<file path="src/snd_config.svh">
/* build constants for the sound board
   RAM width sets the aliasing of the Dxxx page */
`ifndef SND_CONFIG_SVH
`define SND_CONFIG_SVH

// work RAM address bits, 2 KB
`define SND_RAM_AW 11

// clocks between two sample strobes, a power of two keeps the divider simple
`define SND_SAMPLE_DIV 16

`endif
</file>
<file path="src/snd_map_pkg.sv">
/* sound CPU memory map. ROM below 8000, banked ROM 8000-BFFF, RAM at Dxxx,
   I/O page at F000-F00C on even addresses only. Anything else is unmapped */
package snd_map_pkg;

    // what a bus address selects
    typedef enum logic [2:0] {
        T_NONE,   // unmapped, reads 8'hff
        T_ROM,    // fixed or banked window
        T_RAM,    // work RAM, aliased over the page
        T_BANK,   // bank select, bit 0
        T_LATCH0, // main CPU latch 0
        T_LATCH1, // main CPU latch 1
        T_TONE    // tone registers, write only
    } target_e;

    localparam logic [3:0]  RAM_PAGE = 4'hD;     // bits 15:12
    localparam logic [11:0] IO_PAGE  = 12'hF00;  // bits 15:4

    // I/O index, address bits 3:1, 0-3 are the tone registers
    localparam logic [2:0] IO_BANK   = 3'd4; // F008
    localparam logic [2:0] IO_LATCH0 = 3'd5; // F00A
    localparam logic [2:0] IO_LATCH1 = 3'd6; // F00C

    // tone register index, address bits 2:1
    localparam logic [1:0] TONE0_PERIOD = 2'd0;
    localparam logic [1:0] TONE0_VOL    = 2'd1;
    localparam logic [1:0] TONE1_PERIOD = 2'd2;
    localparam logic [1:0] TONE1_VOL    = 2'd3;

endpackage

</file>
<file path="src/snd_tone.sv">
`timescale 1ns/1ns

`include "snd_config.svh"

/* two square wave channels whose counters advance once per sample strobe
   period 0 holds the phase, so the output sits at minus volume times 128 */
module snd_tone (
    input  logic               clk,
    input  logic               rst,
    input  logic               tone_we,
    input  logic [1:0]         tone_sel,
    input  logic [7:0]         tone_data,
    output logic signed [15:0] left,
    output logic signed [15:0] right,
    output logic               sample
);

    localparam int DW = $clog2(`SND_SAMPLE_DIV);

    logic [DW-1:0]      div;
    logic [7:0]         period  [2];
    logic [7:0]         vol     [2];
    logic [7:0]         cnt     [2];
    logic [7:0]         cnt_nxt [2];
    logic [1:0]         phase;
    logic [1:0]         ph_nxt;
    logic [15:0]        amp     [2];
    logic signed [15:0] lvl     [2];

    // next counter and phase per channel for the sample strobe
    always_comb begin
        for (int ch = 0; ch < 2; ch++) begin
            cnt_nxt[ch] = cnt[ch] + 8'd1;
            ph_nxt[ch]  = phase[ch];
            if (period[ch] == 8'd0) begin
                cnt_nxt[ch] = 8'd0;          // stopped channel
            end else if (cnt[ch] == period[ch]) begin
                cnt_nxt[ch] = 8'd0;
                ph_nxt[ch]  = ~phase[ch];
            end
            amp[ch] = {1'b0, vol[ch], 7'd0}; // volume times 128
            lvl[ch] = ph_nxt[ch] ? signed'(amp[ch]) : -signed'(amp[ch]);
        end
    end

    always_ff @(posedge clk or posedge rst) begin
        if (rst) begin
            div    <= '0;
            sample <= 1'b0;
            phase  <= 2'b00;
            left   <= 16'sd0;
            right  <= 16'sd0;
            for (int ch = 0; ch < 2; ch++) begin
                period[ch] <= 8'd0;
                vol[ch]    <= 8'd0;
                cnt[ch]    <= 8'd0;
            end
        end else begin
            div    <= div + 1'b1;  // wraps at the sample rate
            sample <= (div == DW'(`SND_SAMPLE_DIV - 1));
            if (tone_we) begin
                case (tone_sel)
                    snd_map_pkg::TONE0_PERIOD: period[0] <= tone_data;
                    snd_map_pkg::TONE0_VOL:    vol[0]    <= tone_data;
                    snd_map_pkg::TONE1_PERIOD: period[1] <= tone_data;
                    snd_map_pkg::TONE1_VOL:    vol[1]    <= tone_data;
                endcase
            end
            if (sample) begin
                // outputs move only right after the strobe
                for (int ch = 0; ch < 2; ch++) begin
                    cnt[ch] <= cnt_nxt[ch];
                end
                phase <= ph_nxt;
                left  <= lvl[0];
                right <= lvl[1];
            end
        end
    end

    // strobe is a single clock wide
    a_sample_pulse: assert property (@(posedge clk) disable iff (rst)
        sample |=> !sample);

endmodule

</file>
<file path="config.mk">
export PLATFORM = sky130hd
export DESIGN_NAME = snd_tone
export DESIGN_NICKNAME = d
export VERILOG_FILES = /design/src/snd_map_pkg.sv /design/src/snd_tone.sv
export VERILOG_INCLUDE_DIRS = /design/src
export SDC_FILE = /design/constraint.sdc
export NUM_CORES = 1
export LEC_CHECK = 0
export BUFFER_PORTS_ARGS = -buffer_cell sky130_fd_sc_hd__buf_2
export CAP_MARGIN = 20
export CORE_AREA = 2 2 124 126
export CTS_CLUSTER_DIAMETER = 50
export CTS_CLUSTER_SIZE = 20
export DETAILED_ROUTE_END_ITERATION = 16
export DIE_AREA = 0 0 126 128
export SLEW_MARGIN = 10
export SYNTH_ARGS = -nofsm -noshare
export SYNTH_HDL_FRONTEND = slang
export SYNTH_SLANG_ARGS = --single-unit
</file>
<file path="constraint.sdc">
create_clock -name clk -period 4.2 [get_ports clk]
set_input_delay 0.42 -clock clk [delete_from_list [all_inputs] [get_ports clk]]
set_output_delay 0.42 -clock clk [all_outputs]
set_load 0.02 [all_outputs]
</file>
==> reports/qor.txt <==
Post-synth EDFFs -> 0
antenna violations before repair -> 1
worst min path class -> in -> reg
Detail Placement HPWL -> 5420 um
# fillers -> 1,526
drt wl/cell -> 14.0 um
RD Place Congestion -> 0.823
count of different cell masters after synthesis -> 44
final worst path period share -> 0.513
hold wc startpoint -> tone_data[3]
FF/Latch Area -> 0.00183 mm2
status -> finished, final reports clean
Num CTS Buffers -> 9
Syn. warnings -> 0
commonest non-fill, non-tap cells in the layout -> dfrtp_1 (72), mux2_2 (36), nor2_1 (32)
final layout net count -> 379
area of the multi-input gates -> 0.00168 mm2
input/output buffers -> 31
register area share after synthesis -> 0.499
IO Pins -> 46
die footprint -> 0.0161 mm2
VDD IR max -> 0.000193 V
Final Skew -> 11.5 ps
Final Critical Period -> 2150 ps
Pleak -> 1.87 nW
PD cells -> 492 mW/mm2
number of vias in the routed layout -> 2,521
CTS tree -> done
Final Power -> 0.00212 W
Initial Util -> 0.246
final wirelength -> 7730 um
Startpoint Class -> register
first-pass GRT wire length -> 13,000 um
final setup fails -> 0
antenna cells -> 0
Slew Limit Fails -> 0
# H-tree levels -> 3
Synth top area share -> 0.499
R2R Path End -> left[14]
FF-to-FF Start -> period[14]
Core ar. -> 0.0149 mm2
clock transition at the registers of the reported paths -> 60 ps
Yosys top cell by area -> dfrtp_1
crit path max fanout -> 13
hold depth -> 2
Post-Synthesis Cells -> 325
chip width -> 126 um
R2R Setup Slk -> 2050 ps
Post-CTS Setup Repair Bufs -> 0
WP data arrival -> 2400 ps
setup_tns -> 0 ps
number of global-route vias before repair -> 2,580
drt first-iter violations -> 178
mapped cell area -> 0.00366 mm2
GRT Total Usage -> 0.100
clock buffer depth -> 2
flops & latches, synth -> 73
post-placement cell area -> 0.00396 mm2
Final WS setup -> 2050 ps
drt pass-1 iters -> 4
Slew HR -> 0.391
pre-CTS WS -> 2060 ps
CP Data Required Time -> 4440 ps
Rows -> 45
clk root buf -> clkbuf_16
clock sinks -> 73
crit end category -> register
Register-to-Register Path Depth -> 5
share of layout cells above drive strength 1 -> 0.268
largest cells by area after synthesis -> dfrtp_1 (50%), mux2_2 (11%), xnor2_1 (4.5%), nor2_1 (3.3%), buf_4 (2.9%)
fmax -> 465 MHz
hold endpoint -> amp[10]
max-cap viol count -> 0
Area growth syn-to-layout -> 17.8%
async set-reset flop share out of synthesis -> 1.00
worst-skew pair later-pin latency -> 330 ps
total grt overflow -> 0
Via density -> 4.55
Fin. Hold Viols -> 0
Die Y -> 128 um
pin count of the biggest net entering global routing -> 58
most common cell after layout, fill and taps aside -> dfrtp_1
Worst Tran Pin Value -> 913 ps
RSZ-0062 raised after global routing -> no
Routed Antenna Nets -> 0
Avg Synthesized Cell Area -> 11.3 um2
# DRC -> 0
CP Class -> reg -> reg
Final Cell Area -> 0.00431 mm2
prevailing post-synth register cell -> dfrtp_1
-- power breakdown --
group          internal (W)  switching, W  total (W)
Combinational      0.000186      0.000215   0.000401
Sequential         0.000816      0.000104   0.000920
Clock              0.000507      0.000291   0.000798
Total               0.00151      0.000610    0.00212
-- metrics by stage --
stage / std cells / util / hold WS, ps
floorplan: 338 / - / 421
global placement: 536 / 0.267 / 433
detailed placement: 536 / 0.267 / 445
CTS: 552 / 0.288 / 348
global route: 554 / 0.290 / 414
finish: 554 / 0.290 / 397
-- layout make-up --
type                    instances  share of cell area
clock buffers                  12              0.0618
clock inverters                 4              0.0116
inverters                      11             0.00958
multi-input cells             230               0.390
flip-flops and latches         73               0.424
well taps                     188              0.0546
repair buffers                 36              0.0482
-- repair_timing --
item	CTS	global route
resized for setup	0	0
hold endpoints to repair	0	5
hold buffers	0	1
-- critical path, cell delays in order, from the launching register on --
cell and delay, ps:
dfrtp_1 410, xnor2_1 190, nand4_1 250, o31a_1 450, or4_1 560, a31oi_1 210
-- Yosys cell counts, types with 2 or more instances --
master    number
a31oi_1       14
a32o_1         2
and2_1         3
and3_1         3
buf_4         14
buf_6          2
clkbuf_1       7
dfrtp_1       73
ha_1           5
inv_1         11
mux2_2        36
nand2_1       10
nand3_1        7
nand3b_1       3
nand4_1        6
nor2_1        32
nor3_1         4
nor3b_1        3
nor4_1         5
nor4b_1        2
o21ai_0        7
o22ai_1        2
o31a_1         2
o31ai_1       14
or4_1         14
xnor2_1       19
xnor2_2        3
xor2_1         6
-- metal layers --
layer / track usage / vias to the layer above / share of wire
met2: 0.166 / 47 / 0.48
met1: 0.125 / 1235 / 0.46
met5: 0 / - / 0.0017
met3: 0.0259 / 11 / 0.047
li1: - / 1226 / -
met4: 0.0427 / 2 / 0.013
-- state kept, by name, indices dropped and copies added, names as in the netlist --
name	cells
amp	16
cnt	16
period	16
left	9
right	9
div	4
phase	2
sample	1
-- cell families after synthesis --
kind of cell / Yosys count / synth area share
flops: 73 / 0.499
other cells: 1 / 0.00103
buf+inv: 35 / 0.0547
mux: 36 / 0.111
simple gates: 101 / 0.157
fa+ha+maj: 5 / 0.0171
compound gates: 46 / 0.0869
xor+xnor: 28 / 0.0732
-- worst max-delay path by stage --
stage	start	endpoint	cells after the start
6_report	period[14]	left[14]	5
5_1_grt	period[14]	left[14]	5
4_1_cts	period[14]	left[14]	5
3_5_place_dp	period[14]	left[14]	5
3_3_place_gp	period[0]	right[11]	6
2_1_floorplan	rst	amp[10]	1
Power figures use the tool's default switching activity.
