**src/snd_config.svh**
```systemverilog
/* build constants for the sound board
   RAM width sets the aliasing of the Dxxx page */
`ifndef SND_CONFIG_SVH
`define SND_CONFIG_SVH

// work RAM address bits, 2 KB
`define SND_RAM_AW 11

// clocks between two sample strobes, a power of two keeps the divider simple
`define SND_SAMPLE_DIV 16

`endif
```
**src/snd_isa_pkg.sv**
```systemverilog
/* sequencer instruction set, one opcode byte followed by 0, 1 or 2 operand bytes
   operands are little endian, low byte first. Unknown opcodes behave as NOP */
package snd_isa_pkg;

    // opcode byte values as stored in the sound ROM
    typedef enum logic [7:0] {
        OP_NOP  = 8'h00, // no operand
        OP_LDI  = 8'h01, // acc <= imm8
        OP_LD   = 8'h02, // acc <= mem[addr16]
        OP_ST   = 8'h03, // mem[addr16] <= acc
        OP_JP   = 8'h04, // pc <= addr16
        OP_HALT = 8'h05  // stop until reset
    } opcode_e;

    // fetch / execute steps of the core
    typedef enum logic [2:0] {
        FETCH_OP, // opcode byte on the bus
        FETCH_LO, // immediate or address low byte
        FETCH_HI, // address high byte
        MEM_RD,   // data read for LD
        MEM_WR,   // write strobe for ST
        HALTED    // bus idle for good
    } seq_state_e;

endpackage

```
**src/snd_seq.sv**
```systemverilog
`timescale 1ns/1ns

/* sound sequencer core with a registered bus, first fetch starts one cycle after reset
   reads hold bus_rd until bus_ok, writes are a single bus_wr cycle
   HALT drops all bus traffic until the next reset */
module snd_seq (
    input  logic        clk,
    input  logic        rst,
    output logic [15:0] bus_addr,
    output logic        bus_rd,
    output logic        bus_wr,
    output logic [7:0]  bus_dout,
    input  logic [7:0]  bus_din,
    input  logic        bus_ok
);

    snd_isa_pkg::seq_state_e state;
    snd_isa_pkg::opcode_e    op;      // opcode under execution
    logic [15:0]             pc;      // next ROM byte to fetch
    logic [15:0]             pc_inc;
    logic [15:0]             target;  // 16-bit operand once the high byte arrives
    logic [7:0]              acc;
    logic [7:0]              lo;      // operand low byte

    assign pc_inc = pc + 16'd1;
    assign target = {bus_din, lo};

    always_ff @(posedge clk or posedge rst) begin
        if (rst) begin
            state    <= snd_isa_pkg::FETCH_OP;
            pc       <= 16'd0;
            bus_addr <= 16'd0;
            bus_rd   <= 1'b0;
            bus_wr   <= 1'b0;
        end else begin
            bus_wr <= 1'b0;  // one cycle strobe
            case (state)
                snd_isa_pkg::FETCH_OP: begin
                    if (!bus_rd) begin
                        bus_rd   <= 1'b1;  // start of the first fetch
                        bus_addr <= pc;
                    end else if (bus_ok) begin
                        op       <= snd_isa_pkg::opcode_e'(bus_din);
                        pc       <= pc_inc;
                        bus_addr <= pc_inc;  // keep streaming ROM bytes
                        case (bus_din)
                            snd_isa_pkg::OP_LDI,
                            snd_isa_pkg::OP_LD,
                            snd_isa_pkg::OP_ST,
                            snd_isa_pkg::OP_JP: begin
                                state <= snd_isa_pkg::FETCH_LO;
                            end
                            snd_isa_pkg::OP_HALT: begin
                                state  <= snd_isa_pkg::HALTED;
                                bus_rd <= 1'b0;
                            end
                            default: begin
                                state <= snd_isa_pkg::FETCH_OP;  // NOP and unknown codes
                            end
                        endcase
                    end
                end
                snd_isa_pkg::FETCH_LO: begin
                    if (bus_ok) begin
                        lo       <= bus_din;
                        pc       <= pc_inc;
                        bus_addr <= pc_inc;
                        if (op == snd_isa_pkg::OP_LDI) begin
                            acc   <= bus_din;  // immediate, done
                            state <= snd_isa_pkg::FETCH_OP;
                        end else begin
                            state <= snd_isa_pkg::FETCH_HI;
                        end
                    end
                end
                snd_isa_pkg::FETCH_HI: begin
                    if (bus_ok) begin
                        pc <= pc_inc;  // points at the next opcode
                        case (op)
                            snd_isa_pkg::OP_LD: begin
                                state    <= snd_isa_pkg::MEM_RD;
                                bus_addr <= target;
                            end
                            snd_isa_pkg::OP_ST: begin
                                state    <= snd_isa_pkg::MEM_WR;
                                bus_rd   <= 1'b0;
                                bus_wr   <= 1'b1;
                                bus_addr <= target;
                                bus_dout <= acc;
                            end
                            default: begin
                                // OP_JP
                                state    <= snd_isa_pkg::FETCH_OP;
                                pc       <= target;
                                bus_addr <= target;
                            end
                        endcase
                    end
                end
                snd_isa_pkg::MEM_RD: begin
                    if (bus_ok) begin
                        acc      <= bus_din;
                        state    <= snd_isa_pkg::FETCH_OP;
                        bus_addr <= pc;
                    end
                end
                snd_isa_pkg::MEM_WR: begin
                    // write lands at this edge, resume fetching
                    state    <= snd_isa_pkg::FETCH_OP;
                    bus_rd   <= 1'b1;
                    bus_addr <= pc;
                end
                default: begin
                    state  <= snd_isa_pkg::HALTED;  // stays here
                    bus_rd <= 1'b0;
                end
            endcase
        end
    end

    // read and write strobes never overlap
    a_rd_wr_excl: assert property (@(posedge clk) disable iff (rst)
        !(bus_rd && bus_wr));

    // a stalled read keeps its address until the target answers
    a_addr_hold: assert property (@(posedge clk) disable iff (rst)
        bus_rd && !bus_ok |=> bus_rd && $stable(bus_addr));

endmodule

```
**config.mk**
```make
export PLATFORM = sky130hd
export DESIGN_NAME = snd_seq
export DESIGN_NICKNAME = d
export VERILOG_FILES = /design/src/snd_config.svh /design/src/snd_isa_pkg.sv /design/src/snd_seq.sv
export SDC_FILE = /design/constraint.sdc
export NUM_CORES = 1
export LEC_CHECK = 0
export ABC_CLOCK_PERIOD_IN_PS = 6170
export CORE_UTILIZATION = 30
export DETAILED_ROUTE_END_ITERATION = 10
export DONT_BUFFER_PORTS = 1
export PLACE_DENSITY_LB_ADDON = 0.2
export SKIP_CTS_REPAIR_TIMING = 1
export SYNTH_ARGS = -nofsm -noshare
export SYNTH_HDL_FRONTEND = slang
export SYNTH_SLANG_ARGS = --single-unit
```
**constraint.sdc**
```tcl
create_clock -name clk -period 6.17 [get_ports clk]
set_clock_uncertainty 0.05 [all_clocks]
set_input_delay 1.234 -clock clk [delete_from_list [all_inputs] [get_ports clk]]
set_output_delay 1.234 -clock clk [all_outputs]
set_load 0.01 [all_outputs]
```
==> flow_summary_export.csv <==
group,metric,value,unit
worst_setup_path,worstReg2RegStart,"state[0]$_DFFE_PP0P_",
place,place_hpwl,9130,um
drt,vias_per_cell,6.06,
drt,wl_met2,6420,um
synthesis,syn_nets,481,
power,p_int,1.11,mW
place,routabilityCongestion,0.836,
drt,drt_wl_total,13600,um
grt,gr-total-overflow,0,
floorplan,fp-row-count,42,
worst_setup_path,crit_chain,"clkinv_1, a2111oi_2",
synthesis,avgSynthCellArea,8.96,um^2
status,outcome,"complete, no violations",
power,power_density,403,mW/mm^2
synthesis,synth_edf_count,32,
floorplan,start_util,31.2,%
clock_network,cts_buffers,9,
timing,fin_tns_setup,0,ns
grt,grt_pass1_wl,21300,um
drt,drc,0,
place,port-buffer-count,0,
drt,drt_iter0_markers,232,
power,leakage,1.58,nW
floorplan,io_pins,37,
drt,met1_length,5770,um
clock_network,cts.sinks,69,
finish,drive_above_1_share,6.74,%
grt,grt_use_total,19.9,%
floorplan,dieArea,0.0145,mm^2
worst_setup_path,path_class,"flip-flop to flip-flop",
worst_setup_path,cp-end-kind,"flip-flop",
power,switching_share,39.4,%
worst_setup_path,required,6.09,ns
worst_setup_path,r2r_cells,2,
finish,final_core_util,33.9,%
worst_setup_path,r2r_end,"acc[6]$_DFFE_PP_",
worst_setup_path,crit_cells,2,
floorplan,fp.dieH,120,um
grt,grt_pass1_vias,3559,
worst_setup_path,max_stage_delay,1.18,ns
timing,max_slew.worst_pin.slew,1.05,ns
power,p_seq_share,45.4,%
clock_network,clkLatencyLatePin,0.35,ns
timing,slew_headroom,29.7,%
grt,grt_max_degree,46,
finish,syn_to_final_growth,8.43,%
flow_run,max-cap-violations,0,
timing,min_period_over_period,54.9,%
drt,routedWlPerCell,21.9,um
worst_setup_path,regToRegSetupSlack,2.78,ns
synthesis,synth-main-ff-cell,"dfrtp_1",
grt,antenna_found_initial,0,
drt,vias,3761,
floorplan,core_area,0.0135,mm^2
hold_path,hold_depth,0,
worst_setup_path,startpoint_type,"flip-flop",
timing,fmaxAchievable,0.295,GHz
synthesis,yosysUniqueCellTypes,62,
timing,drv_slew,0,
timing,finalSetupViolations,0,
worst_setup_path,critPathBufInv,1,
finish,antenna_cells,0,
clock_network,cts_tree,"built",
synthesis,seq_area_frac_synth,44.9,%
finish,layout.nets,452,
worst_setup_path,critPathArrivalTime,3.31,ns
timing,grt_setup_unrepaired,"no",
synthesis,async_reset_ff_share,53.6,%
synthesis,ys_ff_latch,69,
hold_path,holdCritPathClass,"flip-flop to flip-flop",
timing,finalHoldViolCount,0,
worst_setup_path,cp-startpoint,"state[0]$_DFFE_PP0P_",
power,irDropWorstVdd,0.000166,V
finish,final_cell_mix,"o21ai_0 (43), a21oi_1 (43), dfrtp_1 (37)",
drt,dr_wl_met3,995,um
power,pwr-share-comb,25.9,%
synthesis,mappedNetlistArea,0.00420,mm^2
synthesis,ys.warnings.count,0,
worst_setup_path,crit_family,"compound AO/OA/AOI/OAI gates",
clock_network,cts_root_buf,"clkbuf_16",
worst_setup_path,critPathSlowestCell,"a2111oi_2",
power,clockPowerShare,28.7,%
drt,dr.pass1.iters,6,
drt,ant_nets,0,
floorplan,die_x,120,um
worst_setup_path,cp_max_fo,29,
worst_setup_path,cp-endpoint,"acc[6]$_DFFE_PP_",
clock_network,cts.htree.levels,3,
clock_network,cts_buffer_depth,2,
timing,min_period,3.39,ns
synthesis,synthCells,469,
drt,route.top_layer_used,"met4",
power,p_sw,0.723,mW
clock_network,clk_pin_slew,0.06,ns
power by group through the flow:
stage / clock, mW / sequential [mW] / combinational (mW)
3_3_place_gp: 0 / 0.834 / 0.464
5_1_grt: 0.557 / 0.856 / 0.534
2_1_floorplan: 0 / 0.693 / 0.479
3_5_place_dp: 0 / 0.836 / 0.469
6_report: 0.526 / 0.833 / 0.476
4_1_cts: 0.538 / 0.829 / 0.473
cell families (layout without fill, tap and decap cells):
family                   count (synthesis)  count (layout)  synth area share (%)
flip-flops                              69              69                  44.9
AND/OR/NAND/NOR                        143             143                  16.8
buffers and inverters                   59              35                  6.25
XOR/XNOR                                 6               6                  1.25
adder cells (fa/ha/maj)                  1               1                 0.298
AO/OA/AOI/OAI                          184             184                  28.5
multiplexers                             7               7                  2.00
worst min-delay path by stage:
stage,from,endpoint,slack (ns)
after detailed placement,acc[1]$_DFFE_PP_,bus_dout[1]$_DFFE_PP_,0.36
after global routing,acc[4]$_DFFE_PP_,bus_dout[4]$_DFFE_PP_,0.38
final,acc[5]$_DFFE_PP_,bus_dout[5]$_DFFE_PP_,0.37
after global placement,acc[2]$_DFFE_PP_,bus_dout[2]$_DFFE_PP_,0.35
after CTS,acc[1]$_DFFE_PP_,bus_dout[1]$_DFFE_PP_,0.38
after floorplan,acc[0]$_DFFE_PP_,bus_dout[0]$_DFFE_PP_,0.35
state kept, by name, indices dropped and copies added, names as in the netlist:
register  flops
bus_addr     16
lo            8
pc           16
op            8
bus_rd        1
state         3
acc           8
bus_dout      8
bus_wr        1
Yosys cell counts (6+ instances only):
cell,n,area share [%]
a21oi_1,43,5.1
o21ai_0,43,5.1
dfrtp_1,37,22
nor2_1,34,3.0
edfxtp_1,32,23
nand2_1,31,2.8
clkbuf_1,22,2.0
nand3_1,20,2.4
nor3_1,16,1.9
o22ai_1,15,2.2
buf_2,14,1.7
a31oi_1,12,1.8
inv_1,12,1.1
a22oi_1,9,1.6
a22o_1,6,1.3
nand2b_1,6,0.89
nand4_1,6,0.89
o211ai_1,6,1.1
xnor2_1,6,1.3
per-stage QoR:
stage          cell area, um^2  cells  worst slack [ns]  hold slack [ns]  power (mW)
3_5_place_dp              4260    605              2.77            0.361        1.31
4_1_cts                   4560    621              2.75            0.375        1.84
2_1_floorplan             4200    469              2.63            0.350        1.17
5_1_grt                   4560    621              2.47            0.380        1.95
3_3_place_gp              4260    605              2.86            0.354        1.30
6_report                  4560    621              2.78            0.372        1.84
metal layers:
layer | vias up | global-route usage [%]
li1 | 1726 | -
met1 | 1853 | 25.7
met2 | 153 | 30.4
met3 | 29 | 5.19
met4 | 0 | 11.0
met5 | - | 0
area by class of cell:
cell class / instances / area [um^2]
clock buffers: 10 / 229
flip-flops and latches: 69 / 1890
well taps: 176 / 220
clock inverters: 6 / 71.3
repair buffers: 5 / 37.5
inverters: 14 / 52.6
fillers: 1456 / 8900
multi-input cells: 341 / 2060
Note: power is estimated with default switching activity, not from simulation.
